### src/verilog/rx_dsp_defs.svh
`ifndef RX_DSP_DEFS_SVH
`define RX_DSP_DEFS_SVH

// Settings bus geometry
`define SET_ADDR_W 7
`define SET_DATA_W 32

// Register map
`define FR_DECIM_RATE 7'd10
`define FR_RX_MODE    7'd11

// Fields of the mode register
`define RX_MODE_W       2
`define RX_MODE_EN_BIT  0
`define RX_MODE_CNT_BIT 1

// Datapath widths
`define ADC_W    12
`define SAMPLE_W 16
`define DECIM_W  8

// Frame FIFO geometry
// Depth is 2**RX_FIFO_AW so the pointers wrap on their own
`define RX_FIFO_DEPTH 8
`define RX_FIFO_AW    3

`endif

### src/verilog/rx_dsp_pkg.sv
`include "rx_dsp_defs.svh"

package rx_dsp_pkg;

   // Raw converter word, two's complement
   typedef logic signed [`ADC_W-1:0] adc_sample_t;

   // Baseband word after decimation
   typedef logic [`SAMPLE_W-1:0] bb_sample_t;

   typedef logic [`DECIM_W-1:0] decim_rate_t;

   // Register write from the control side
   typedef struct packed {
      logic                   strobe;
      logic [`SET_ADDR_W-1:0] addr;
      logic [`SET_DATA_W-1:0] data;
   } settings_bus_t;

   typedef struct packed {
      bb_sample_t i;
      bb_sample_t q;
   } iq_sample_t;

   // One decimated sample set, ch0 in the top word
   typedef struct packed {
      bb_sample_t ch0;
      bb_sample_t ch1;
      bb_sample_t ch2;
      bb_sample_t ch3;
   } rx_frame_t;

   typedef enum logic [1:0] {
      FIFO_EMPTY,
      FIFO_PARTIAL,
      FIFO_FULL
   } fifo_state_t;

endpackage

### src/verilog/decim_strobe_gen.sv
`timescale 1ns/1ps

module decim_strobe_gen
(
   input  logic                    clk64,
   input  logic                    rx_dsp_reset,
   input  logic                    i_enable,
   input  rx_dsp_pkg::decim_rate_t i_decim_rate,
   output logic                    o_strobe
);

   rx_dsp_pkg::decim_rate_t reload;
   rx_dsp_pkg::decim_rate_t count;

   // A rate of zero runs the same as a rate of one
   assign reload = (i_decim_rate == '0) ? '0 : i_decim_rate - 1'b1;

   always_ff @(posedge clk64)
   begin
      if (rx_dsp_reset)
      begin
         count    <= '0;
         o_strobe <= 1'b0;
      end
      else if (!i_enable)
      begin
         // Park at the reload value so the first window is a full N cycles
         count    <= reload;
         o_strobe <= 1'b0;
      end
      else if (count == '0)
      begin
         count    <= reload;
         o_strobe <= 1'b1;
      end
      else
      begin
         count    <= count - 1'b1;
         o_strobe <= 1'b0;
      end
   end

endmodule

### src/verilog/rx_chain.sv
`timescale 1ns/1ps
`include "rx_dsp_defs.svh"

module rx_chain
(
   input  logic                    clk64,
   input  logic                    rx_dsp_reset,
   input  logic                    i_enable,
   input  logic                    i_strobe,
   input  rx_dsp_pkg::adc_sample_t i_adc_i,
   input  rx_dsp_pkg::adc_sample_t i_adc_q,
   output rx_dsp_pkg::iq_sample_t  o_iq,
   output logic                    o_valid
);

   localparam int EXT_W = `SAMPLE_W - `ADC_W;

   rx_dsp_pkg::bb_sample_t acc_i;
   rx_dsp_pkg::bb_sample_t acc_q;
   rx_dsp_pkg::bb_sample_t sum_i;
   rx_dsp_pkg::bb_sample_t sum_q;
   logic                   dump;

   function automatic rx_dsp_pkg::bb_sample_t sign_ext(input rx_dsp_pkg::adc_sample_t s);
      return {{EXT_W{s[`ADC_W-1]}}, s};
   endfunction

   // Running sum including the current sample, wraps modulo 2**SAMPLE_W
   assign sum_i = acc_i + sign_ext(i_adc_i);
   assign sum_q = acc_q + sign_ext(i_adc_q);

   // A strobe left over from the cycle enable dropped is ignored
   assign dump = i_enable && i_strobe;

   always_ff @(posedge clk64)
   begin
      if (rx_dsp_reset || !i_enable)
      begin
         acc_i   <= '0;
         acc_q   <= '0;
         o_valid <= 1'b0;
      end
      else if (dump)
      begin
         acc_i   <= '0;
         acc_q   <= '0;
         o_valid <= 1'b1;
      end
      else
      begin
         acc_i   <= sum_i;
         acc_q   <= sum_q;
         o_valid <= 1'b0;
      end
   end

   always_ff @(posedge clk64)
   begin
      if (dump)
      begin
         o_iq.i <= sum_i;
         o_iq.q <= sum_q;
      end
   end

endmodule

### src/verilog/rx_dsp_top.sv
`timescale 1ns/1ps
`include "rx_dsp_defs.svh"

module rx_dsp_top
(
   input  logic                      clk64,
   input  logic                      rx_dsp_reset,
   input  rx_dsp_pkg::settings_bus_t i_settings,
   input  rx_dsp_pkg::adc_sample_t   i_rx_a_a,
   input  rx_dsp_pkg::adc_sample_t   i_rx_b_a,
   input  rx_dsp_pkg::adc_sample_t   i_rx_a_b,
   input  rx_dsp_pkg::adc_sample_t   i_rx_b_b,
   input  logic                      i_rd,
   input  logic                      i_clear_status,
   output rx_dsp_pkg::rx_frame_t     o_frame,
   output logic                      o_have_pkt_rdy,
   output logic                      o_rx_overrun
);

   rx_dsp_pkg::decim_rate_t decim_rate;
   logic [`RX_MODE_W-1:0]   rx_mode;
   logic                    decim_strobe;
   rx_dsp_pkg::iq_sample_t  iq_0;
   rx_dsp_pkg::iq_sample_t  iq_1;
   logic                    valid_0;
   rx_dsp_pkg::rx_frame_t   frame;
   logic                    push;

   wire rx_enable    = rx_mode[`RX_MODE_EN_BIT];
   wire counter_mode = rx_mode[`RX_MODE_CNT_BIT];

   setting_reg #(.ADDR(`FR_DECIM_RATE), .WIDTH(`DECIM_W)) sr_decim
   (
      .clk64        (clk64),
      .rx_dsp_reset (rx_dsp_reset),
      .i_settings   (i_settings),
      .o_value      (decim_rate)
   );

   setting_reg #(.ADDR(`FR_RX_MODE), .WIDTH(`RX_MODE_W)) sr_mode
   (
      .clk64        (clk64),
      .rx_dsp_reset (rx_dsp_reset),
      .i_settings   (i_settings),
      .o_value      (rx_mode)
   );

   decim_strobe_gen decim_strobe_gen_inst
   (
      .clk64        (clk64),
      .rx_dsp_reset (rx_dsp_reset),
      .i_enable     (rx_enable),
      .i_decim_rate (decim_rate),
      .o_strobe     (decim_strobe)
   );

   // Chain 0 takes the A side converters, chain 1 the B side
   rx_chain rx_chain_0
   (
      .clk64        (clk64),
      .rx_dsp_reset (rx_dsp_reset),
      .i_enable     (rx_enable),
      .i_strobe     (decim_strobe),
      .i_adc_i      (i_rx_a_a),
      .i_adc_q      (i_rx_b_a),
      .o_iq         (iq_0),
      .o_valid      (valid_0)
   );

   // Both chains share the strobe so chain 0's valid covers them both
   rx_chain rx_chain_1
   (
      .clk64        (clk64),
      .rx_dsp_reset (rx_dsp_reset),
      .i_enable     (rx_enable),
      .i_strobe     (decim_strobe),
      .i_adc_i      (i_rx_a_b),
      .i_adc_q      (i_rx_b_b),
      .o_iq         (iq_1),
      .o_valid      ()
   );

   rx_source_select rx_source_select_inst
   (
      .clk64          (clk64),
      .rx_dsp_reset   (rx_dsp_reset),
      .i_enable       (rx_enable),
      .i_counter_mode (counter_mode),
      .i_valid        (valid_0),
      .i_iq0          (iq_0),
      .i_iq1          (iq_1),
      .o_frame        (frame),
      .o_push         (push)
   );

   rx_frame_fifo rx_frame_fifo_inst
   (
      .clk64          (clk64),
      .rx_dsp_reset   (rx_dsp_reset),
      .i_push         (push),
      .i_frame        (frame),
      .i_rd           (i_rd),
      .i_clear_status (i_clear_status),
      .o_frame        (o_frame),
      .o_have_pkt_rdy (o_have_pkt_rdy),
      .o_rx_overrun   (o_rx_overrun)
   );

endmodule

### src/verilog/rx_frame_fifo.sv
`timescale 1ns/1ps
`include "rx_dsp_defs.svh"

module rx_frame_fifo
(
   input  logic                  clk64,
   input  logic                  rx_dsp_reset,
   input  logic                  i_push,
   input  rx_dsp_pkg::rx_frame_t i_frame,
   input  logic                  i_rd,
   input  logic                  i_clear_status,
   output rx_dsp_pkg::rx_frame_t o_frame,
   output logic                  o_have_pkt_rdy,
   output logic                  o_rx_overrun
);

   rx_dsp_pkg::rx_frame_t   mem [`RX_FIFO_DEPTH];
   logic [`RX_FIFO_AW-1:0]  wr_ptr;
   logic [`RX_FIFO_AW-1:0]  rd_ptr;
   logic [`RX_FIFO_AW-1:0]  wr_ptr_inc;
   logic [`RX_FIFO_AW-1:0]  rd_ptr_inc;
   rx_dsp_pkg::fifo_state_t state;
   rx_dsp_pkg::fifo_state_t state_nxt;
   logic                    push_ok;
   logic                    pop_ok;
   logic                    drop;

   assign wr_ptr_inc = wr_ptr + 1'b1;
   assign rd_ptr_inc = rd_ptr + 1'b1;

   // When full a simultaneous read frees the slot for the push
   assign pop_ok  = i_rd && (state != rx_dsp_pkg::FIFO_EMPTY);
   assign push_ok = i_push && ((state != rx_dsp_pkg::FIFO_FULL) || i_rd);
   assign drop    = i_push && !push_ok;

   always_comb
   begin
      state_nxt = state;
      if (push_ok && !pop_ok)
      begin
         state_nxt = (wr_ptr_inc == rd_ptr) ? rx_dsp_pkg::FIFO_FULL
                                            : rx_dsp_pkg::FIFO_PARTIAL;
      end
      else if (pop_ok && !push_ok)
      begin
         state_nxt = (rd_ptr_inc == wr_ptr) ? rx_dsp_pkg::FIFO_EMPTY
                                            : rx_dsp_pkg::FIFO_PARTIAL;
      end
   end

   always_ff @(posedge clk64)
   begin
      if (rx_dsp_reset)
      begin
         wr_ptr       <= '0;
         rd_ptr       <= '0;
         state        <= rx_dsp_pkg::FIFO_EMPTY;
         o_rx_overrun <= 1'b0;
      end
      else
      begin
         state <= state_nxt;
         if (push_ok)
         begin
            wr_ptr <= wr_ptr_inc;
         end
         if (pop_ok)
         begin
            rd_ptr <= rd_ptr_inc;
         end
         // A drop in the same cycle as a clear keeps the flag set
         if (drop)
         begin
            o_rx_overrun <= 1'b1;
         end
         else if (i_clear_status)
         begin
            o_rx_overrun <= 1'b0;
         end
      end
   end

   always_ff @(posedge clk64)
   begin
      if (push_ok)
      begin
         mem[wr_ptr] <= i_frame;
      end
   end

   // Show-ahead read of the head entry
   assign o_frame        = mem[rd_ptr];
   assign o_have_pkt_rdy = (state != rx_dsp_pkg::FIFO_EMPTY);

endmodule

### src/verilog/rx_source_select.sv
`timescale 1ns/1ps
`include "rx_dsp_defs.svh"

module rx_source_select
(
   input  logic                   clk64,
   input  logic                   rx_dsp_reset,
   input  logic                   i_enable,
   input  logic                   i_counter_mode,
   input  logic                   i_valid,
   input  rx_dsp_pkg::iq_sample_t i_iq0,
   input  rx_dsp_pkg::iq_sample_t i_iq1,
   output rx_dsp_pkg::rx_frame_t  o_frame,
   output logic                   o_push
);

   rx_dsp_pkg::bb_sample_t debug_counter;
   logic                   take;

   assign take = i_enable && i_valid;

   // Debug counter steps by two per frame, restarting whenever receive is off
   always_ff @(posedge clk64)
   begin
      if (rx_dsp_reset || !i_enable)
      begin
         debug_counter <= '0;
         o_push        <= 1'b0;
      end
      else
      begin
         o_push <= i_valid;
         if (i_valid)
         begin
            debug_counter <= debug_counter + `SAMPLE_W'(2);
         end
      end
   end

   // Frame uses the counter value from before this step
   always_ff @(posedge clk64)
   begin
      if (take)
      begin
         if (i_counter_mode)
         begin
            o_frame.ch0 <= debug_counter;
            o_frame.ch1 <= debug_counter + `SAMPLE_W'(1);
         end
         else
         begin
            o_frame.ch0 <= i_iq0.i;
            o_frame.ch1 <= i_iq0.q;
         end
         o_frame.ch2 <= i_iq1.i;
         o_frame.ch3 <= i_iq1.q;
      end
   end

endmodule

### src/verilog/setting_reg.sv
`timescale 1ns/1ps
`include "rx_dsp_defs.svh"

module setting_reg
#(
   parameter logic [`SET_ADDR_W-1:0] ADDR  = '0,
   parameter int                     WIDTH = 32
)
(
   input  logic                      clk64,
   input  logic                      rx_dsp_reset,
   input  rx_dsp_pkg::settings_bus_t i_settings,
   output logic [WIDTH-1:0]          o_value
);

   logic hit;

   // Only writes aimed at this address are taken
   assign hit = i_settings.strobe && (i_settings.addr == ADDR);

   always_ff @(posedge clk64)
   begin
      if (rx_dsp_reset)
      begin
         o_value <= '0;
      end
      else if (hit)
      begin
         // Upper data bits beyond WIDTH are ignored
         o_value <= i_settings.data[WIDTH-1:0];
      end
   end

endmodule
### config.mk
export PLATFORM = sky130hd
export DESIGN_NAME = rx_dsp_top
export DESIGN_NICKNAME = d
export VERILOG_FILES = /design/src/verilog/rx_dsp_pkg.sv /design/src/verilog/decim_strobe_gen.sv /design/src/verilog/rx_chain.sv /design/src/verilog/rx_dsp_top.sv /design/src/verilog/rx_frame_fifo.sv /design/src/verilog/rx_source_select.sv /design/src/verilog/setting_reg.sv
export VERILOG_INCLUDE_DIRS = /design/src /design/src/verilog
export SDC_FILE = /design/constraint.sdc
export NUM_CORES = 1
export LEC_CHECK = 0
export BUFFER_PORTS_ARGS = -buffer_cell sky130_fd_sc_hd__buf_2
export CAP_MARGIN = 5
export CORE_ASPECT_RATIO = 0.8
export CORE_UTILIZATION = 60
export DETAILED_ROUTE_END_ITERATION = 10
export PLACE_DENSITY_LB_ADDON = 0.12
export SETUP_SLACK_MARGIN = 0.05
export SYNTH_ARGS = -nofsm -noshare
export SYNTH_HDL_FRONTEND = slang
export SYNTH_SLANG_ARGS = --single-unit
### constraint.sdc
create_clock -name clk64 -period 8.7 [get_ports clk64]
set_clock_uncertainty 0.2 [all_clocks]
set_input_delay 0 -clock clk64 [delete_from_list [all_inputs] [get_ports clk64]]
set_output_delay 0 -clock clk64 [all_outputs]
set_load 0.1 [all_outputs]
==> flow_metrics.py, run 1 <==
metrics = {
    "outcome": {
        "status": "finished clean",
    },
    "synthesis": {
        "avgSynthCellArea_um2": 17.2,
        "syn_area_mm2": 0.0304,
        "ys_seq_elements": 752,
        "ys_warn_count": 0,
        "synth-seq-area-share_pct": 70.7,
        "synth_cells": 1766,
        "yosys.area.top_type": "edfxtp_1",
        "syn_nets": 1930,
        "yosysTopAreaCellShare_pct": 63.3,
        "synthTopCellsByCount": "edfxtp_1 (640), mux4_2 (128), dfxtp_1 (112)",
        "async_reset_ff_share_pct": 0,
        "synth_edf_count": 640,
        "synth.area.top_cells": "edfxtp_1 (63%), mux4_2 (9.5%), dfxtp_1 (7.4%)",
        "ys_types": 62,
        "dominantRegCellSynth": "edfxtp_1",
        "synth.most_common_cell": "edfxtp_1",
    },
    "clocking": {
        "clk_pin_slew_ns": 0.06,
        "cts_made_buffers": 73,
        "cts_buffer_depth": 3,
        "cts-hold-fix-buffers": 96,
        "ctsResizeCount": 0,
        "post_cts_buffers": 0,
        "h-tree-depth": 3,
        "cts_tree": "built",
        "clkLatencyLatePin_ns": 0.60,
        "clock-sinks": 752,
        "cts_root_buffer": "clkbuf_16",
    },
    "global_routing": {
        "track_usage_pct": 24.5,
        "overflow": 0,
        "grt_max_degree": 111,
        "antenna_found_initial": 2,
        "grt_pass1_vias": 16500,
        "grt_pass1_wl_um": 93900,
    },
    "floorplan": {
        "core_mm2": 0.0498,
        "ios": 158,
        "num_rows": 73,
        "start_util_pct": 61.0,
        "die_width_um": 254,
        "die_h_um": 203,
        "die_area_mm2": 0.0515,
    },
    "sta": {
        "maxSlewViolCount": 0,
        "setup_viol": 0,
        "fin_setup_tns_ns": 0,
        "tightest_slew_ns": 1.19,
        "fmax_mhz": 285,
        "max_slew_margin_pct": 20.5,
        "rsz0062_at_grt": "false",
        "final-hold-violation-count": 0,
        "fin_crit_ns": 3.51,
        "post-route-period-util_pct": 40.4,
    },
    "routing": {
        "wl_per_cell_um": 22.4,
        "drc_errors": 0,
        "num_vias": 16400,
        "vias_per_cell": 5.94,
        "firstDrtPassIters": 5,
        "drt_iter0_drc": 1241,
        "routed_wl_um": 61600,
        "ant_nets": 0,
    },
    "pwr": {
        "total_power_mw": 6.95,
        "p_leak_nw": 11.9,
        "p_per_area_mw_per_mm2": 198,
        "ir_worst_vdd_v": 0.000187,
    },
    "placement": {
        "dp_hpwl_um": 34800,
        "dpl.cell_count": 2530,
        "portBuffers": 133,
        "gp_congestion": 0.866,
    },
    "worst_setup_path": {
        "crit_slowest_cell": "buf_12",
        "worst-path-max-fanout": 110,
        "critPathArrivalTime_ns": 3.31,
        "cp.required_ns": 8.50,
        "max_stage_delay_ns": 0.68,
        "endpoint_kind": "output port",
        "cp_cell_sequence": "buf_12 -> mux4_2 -> mux2_2 -> buf_2",
        "cp-start-kind": "flip-flop",
        "criticalPathCategory": "reg -> out",
    },
    "final_layout": {
        "area_delta_synth_final_pct": 15.4,
        "seqCellArea_mm2": 0.0215,
        "antenna_cells": 0,
        "nets": 2190,
        "n_fill_cell": 3176,
        "multiInputGateArea_mm2": 0.00853,
        "fin_cells": 2756,
        "drive_gt1_share_pct": 22.4,
    },
    "min_path": {
        "holdCritPathClass": "in -> reg",
    },
    "flow_run": {
        "maxCapViolCount": 0,
    },
}
==> routing by layer <==
metal  wire length [µm]  vias to the layer above  part of all wire (%)  global-route usage (%)
li1                   -                     7427                     -                       -
met1              27200                     8315                    44                    35.1
met2              28900                      530                    47                    38.3
met3               4160                       97                   6.7                    5.26
met4               1400                        2                   2.3                    7.49
met5                 19                        -                 0.031                       0
==> per-stage QoR <==
| stage | setup WS, ns | hold slack [ns] | instance area (µm²) | utilization, % |
|---|---|---|---|---|
| 3_5_place_dp | 5.34 | 0.0435 | 31900 | 64.0 |
| 5_1_grt | 4.98 | 0.0759 | 35100 | 70.4 |
| 3_3_place_gp | 5.33 | 0.0347 | 31900 | 64.0 |
| 6_report | 5.19 | 0.0815 | 35100 | 70.4 |
| 4_1_cts | 5.10 | 0.0470 | 35100 | 70.4 |
| 2_1_floorplan | 2.70 | -0.0561 | 30400 | - |
==> cell families after synthesis <==
kind of cell	synth area share [%]
adder cells (fa/ha/maj)	3.07
XOR/XNOR	2.48
multiplexers	12.9
flip-flops	70.7
AO/OA/AOI/OAI	4.31
AND/OR/NAND/NOR	5.15
buffers and inverters	1.46
==> where the power goes <==
part,internal (mW),leakage [nW],switching [mW]
combinational,0.0591,4.14,0.0586
clock,1.72,1.09,1.26
sequential,3.86,6.65,0.000546
total,5.64,11.9,1.31
==> registers in the layout (all words and copies together) (netlist names), named ones only <==
signal / count
rx_source_select_inst.o_push: 1
rx_chain_1.acc_i: 16
rx_chain_1.o_iq: 32
rx_frame_fifo_inst.o_rx_overrun: 1
rx_frame_fifo_inst.mem: 512
rx_chain_0.o_iq: 32
rx_source_select_inst.debug_counter: 15
rx_frame_fifo_inst.wr_ptr: 3
decim_strobe_gen_inst.count: 8
rx_chain_0.o_valid: 1
rx_chain_1.acc_q: 16
rx_source_select_inst.o_frame: 64
decim_strobe_gen_inst.o_strobe: 1
rx_frame_fifo_inst.state: 2
sr_mode.o_value: 2
rx_frame_fifo_inst.rd_ptr: 3
rx_chain_0.acc_q: 16
sr_decim.o_value: 8
rx_chain_0.acc_i: 16
==> worst paths after layout <==
check / from / to / slack (ns) / cells after the start
worst min register to register: rx_chain_1.o_iq[23] / rx_source_select_inst.o_frame[23] / 0.22 / 0
worst min-delay path: i_rx_a_a[0] / rx_chain_0.o_iq[16] / 0.08 / 3
worst max-delay path: flip-flop / o_frame[41] / 5.19 / 4
worst max register to register: rx_frame_fifo_inst.state[1] / rx_frame_fifo_inst.mem[4][19] / 5.36 / 5
==> layout make-up <==
| class | count | share of cell area [%] |
|---|---|---|
| Clock inverter | 28 | 0.682 |
| Multi-Input combinational cell | 902 | 24.3 |
| Timing Repair Buffer | 249 | 5.10 |
| Inverter | 48 | 0.514 |
| Sequential cell | 752 | 61.3 |
| Clock buffer | 102 | 5.70 |
| Tap cell | 675 | 2.41 |
==> layout by cell type, fill, tap and decap left out, drive strengths merged, types with 6 or more instances in the layout <==
cell type,n
or3,21
buf,153
dfxtp,112
ha,68
mux2i,28
xnor2,48
mux2,66
a21o,13
nand2b,7
a31oi,11
nand2,71
o21ai,64
xor2,38
o21a,9
mux4,128
edfxtp,640
dlygate4sd3,96
clkinv,20
nand4,9
nor3,14
nor2,83
a211oi,10
and3,7
and2,46
nor2b,9
nand3,16
inv,51
o22ai,6
clkbuf,102
a21oi,68
==> critical path: cells and delay by family, from the launching register on <==
family                 cells  cell delay [ns]
DFF                        1             0.61
buffers and inverters      2             0.98
muxes                      2             0.96
(Power assumes the default switching activity.)
==> run 2: changes to the inputs <==
Settings changed: ABC_AREA set to 1.
Clock period 8.7 ns to 3.7 ns, I/O delays scaled along.
==> run 2 against run 1 <==
Effect of this change:
- cell count rose by 40%
- via count rose by 30%
- final area rose by 3.8%
- critical path type is now reg -> reg
==> flow_metrics.py, run 2 <==
metrics = {
    "floorplan": {
        "core_mm2": 0.0516,
        "die_h_um": 208,
        "num_rows": 74,
        "die_area_mm2": 0.0537,
        "die_width_um": 259,
        "start_util_pct": 61.4,
        "ios": 158,
    },
    "synthesis": {
        "syn_nets": 3065,
        "synth.area.top_cells": "edfxtp_1 (61%), nand2_1 (7.8%), dfxtp_1 (7.1%)",
        "synth_cells": 2901,
        "yosys.area.top_type": "edfxtp_1",
        "synth_compound_area_share_pct": 7.27,
        "ys_warn_count": 0,
        "synth_mux_area_share_pct": 0,
        "dominantRegCellSynth": "edfxtp_1",
        "synth-simple-area-share_pct": 16.3,
        "async_reset_ff_share_pct": 0,
        "avgSynthCellArea_um2": 10.9,
        "synth_top_family_by_area": "simple AND/OR/NAND/NOR gates",
        "synth-seq-area-share_pct": 67.8,
        "synth_edf_count": 640,
        "synth.most_common_cell": "nand2_1",
        "synthTopCellsByCount": "nand2_1 (658), edfxtp_1 (640), nor2_1 (522)",
        "yosysTopAreaCellShare_pct": 60.7,
        "synth_xor_area_share_pct": 1.13,
        "ys_seq_elements": 752,
        "synth_fa_ha_area_share_pct": 2.94,
        "syn_area_mm2": 0.0317,
        "ys_types": 31,
    },
    "routing": {
        "firstDrtPassIters": 5,
        "num_vias": 21400,
        "drt_iter0_drc": 2090,
        "routed_wl_um": 69200,
        "drc_errors": 0,
        "vias_per_cell": 5.53,
        "ant_nets": 0,
        "wl_per_cell_um": 17.9,
    },
    "sta": {
        "max_slew_margin_pct": 31.1,
        "setup_viol": 0,
        "fin_crit_ns": 3.30,
        "tightest_slew_ns": 1.03,
        "post-route-period-util_pct": 89.3,
        "fmax_mhz": 303,
        "rsz0062_at_grt": "false",
        "maxSlewViolCount": 0,
        "final-hold-violation-count": 0,
    },
    "min_path": {
        "min_from": "i_rx_a_b[0]",
        "holdCritPathClass": "in -> reg",
        "worstHoldEndpoint": "rx_chain_1.o_iq[16]",
        "hold-path-cell-count": 3,
    },
    "worst_setup_path": {
        "endpoint_kind": "flip-flop",
        "r2r_start": "rx_chain_1.acc_i[4]",
        "criticalPathCategory": "reg -> reg",
        "cp_top_family": "buffers and inverters",
        "reg2reg_depth": 13,
        "worst-path-max-fanout": 4,
        "crit_slowest_cell": "dlygate4sd3_1",
        "r2r_end": "rx_chain_1.acc_i[15]",
        "cp-start-kind": "flip-flop",
        "max_stage_delay_ns": 0.57,
        "cp_cell_sequence": "ha_1 -> nand2_1 -> nand2_1 -> dlygate4sd3_1 -> a21oi_1 -> nand2_1 -> nand2_1 -> nand2_1 -> nand2_1 -> dlygate4sd3_1 -> nand2_1 -> dlygate4sd3_1 -> nor2_1",
        "crit_top_cell": "nand2_1",
        "cp.required_ns": 4.04,
        "critPathBufInv": 3,
        "critPathArrivalTime_ns": 3.64,
        "r2r_slack_ns": 0.40,
    },
    "global_routing": {
        "grt_max_degree": 185,
        "grt_pass1_wl_um": 108000,
        "grt_pass1_vias": 20300,
        "track_usage_pct": 25.7,
        "antenna_found_initial": 1,
        "overflow": 0,
    },
    "final_layout": {
        "layout_commonest_cell": "nand2_1",
        "reg.largest.list": "rx_frame_fifo_inst.mem (512), rx_source_select_inst.o_frame (64)",
        "area_delta_synth_final_pct": 14.9,
        "n_fill_cell": 3542,
        "nets": 3287,
        "drive_gt1_share_pct": 8.65,
        "final_area_mm2": 0.0364,
        "largest_reg_flops": 512,
        "fin_cells": 3862,
        "antenna_cells": 0,
        "top_register": "rx_frame_fifo_inst.mem",
        "final_cell_mix": "nand2_1 (657), edfxtp_1 (640), nor2_1 (514)",
    },
    "pwr": {
        "pwr-share-seq_pct": 49.2,
        "p_leak_nw": 14.3,
        "ir_worst_vdd_v": 0.000368,
        "p_int_mw": 13.6,
        "p_per_area_mw_per_mm2": 508,
        "swShare_pct": 26.6,
        "power_frac_comb_pct": 12.7,
        "clkPwrFrac_pct": 38.1,
        "p_sw_mw": 4.92,
    },
    "flow_run": {
        "maxCapViolCount": 0,
    },
    "clocking": {
        "clk_pin_slew_ns": 0.06,
        "clock-sinks": 752,
        "post_cts_buffers": 0,
        "cts_buffer_depth": 3,
        "cts_tree": "built",
        "cts_made_buffers": 72,
        "h-tree-depth": 3,
        "cts_root_buffer": "clkbuf_16",
        "clkLatencyLatePin_ns": 0.61,
    },
    "placement": {
        "portBuffers": 133,
        "dp_hpwl_um": 40800,
        "placedInstanceArea_mm2": 0.0331,
        "gp_congestion": 0.878,
        "dpl.cell_count": 3631,
    },
    "outcome": {
        "status": "finished clean",
    },
}
==> run 2: changes by cell type after synthesis, sizes merged, moves of 27 or more <==
| cell | delta |
|---|---|
| and2 | -42 |
| buf | +27 |
| inv | +198 |
| mux2 | -66 |
| mux2i | -28 |
| mux4 | -128 |
| nand2 | +587 |
| nand3 | +50 |
| nor2 | +440 |
| o21ai | +92 |
| o32ai | +127 |
| xnor2 | -28 |
==> run 2: how the worst max path moves through the flow <==
stage | startpoint | end | slack [ns] | cells past startpoint
floorplan | rx_frame_fifo_inst.state[0] | rx_frame_fifo_inst.mem[0][0] | -0.39 | 6
global placement | rx_frame_fifo_inst.state[0] | rx_frame_fifo_inst.mem[4][27] | 1.31 | 7
detailed placement | rx_frame_fifo_inst.state[0] | rx_frame_fifo_inst.mem[6][36] | 1.25 | 7
CTS | rx_chain_1.acc_q[9] | rx_chain_1.o_iq[10] | 0.42 | 11
global route | rx_chain_1.acc_i[4] | rx_chain_1.acc_i[15] | 0.16 | 13
finish | rx_chain_1.acc_i[4] | rx_chain_1.acc_i[15] | 0.40 | 13
==> run 2: metal layers <==
metal	GRT usage, %	wire length [µm]	vias to the layer above
li1	-	-	10400
met1	38.3	31200	10100
met2	39.9	31500	770
met3	4.00	5040	117
met4	6.61	1450	0
met5	0	0	-
==> run 2: power groups by stage <==
stage	Clock (mW)	Sequential (mW)	Combinational (mW)
2_1_floorplan	0	9.27	1.84
3_3_place_gp	0	9.28	2.24
3_5_place_dp	0	9.28	2.27
4_1_cts	7.14	9.10	2.35
5_1_grt	7.45	9.10	2.48
6_report	7.04	9.10	2.35
==> run 2: cell families after synthesis <==
kind of cell               Yosys count
DFF                                752
AOI/OAI and AO/OA                  363
adders and majority gates           72
and+or+nand+nor                   1315
xor gates and xnor gates            41
buffers and inverters              358
==> run 2: stage by stage <==
stage	total power, mW	setup slack (ns)	utilization (%)	setup TNS (ns)	hold WS, ns
after floorplan	11.1	-0.394	-	-100.80	-0.0367
after global placement	11.5	1.31	64.2	0	0.0571
after detailed placement	11.6	1.25	64.2	0	0.0712
after CTS	18.6	0.421	70.6	0	0.0307
after global routing	19.0	0.161	70.6	0	0.0500
final	18.5	0.398	70.6	0	0.0708
==> run 2: cell type report <==
cell class	instances	area, µm²	area share, %
multi-input cells	1791	8830	24.3
clock inverters	37	334	0.918
flip-flops and latches	752	21500	59.0
clock buffers	92	1920	5.27
repair buffers	260	2050	5.63
inverters	246	928	2.55
well taps	684	856	2.35
==> run 2: repair_timing <==
item,4_1_cts,5_1_grt
resized for setup,0,0
endpoints found under the hold margin,165,0
hold buffers,102,0
endpoints found under the setup margin,0,0
==> run 2: worst min-delay path, delay by kind of cell <==
kind | cells | cell delay [ns]
fa+ha+maj | 1 | 0.14
buf+inv | 2 | 0.62
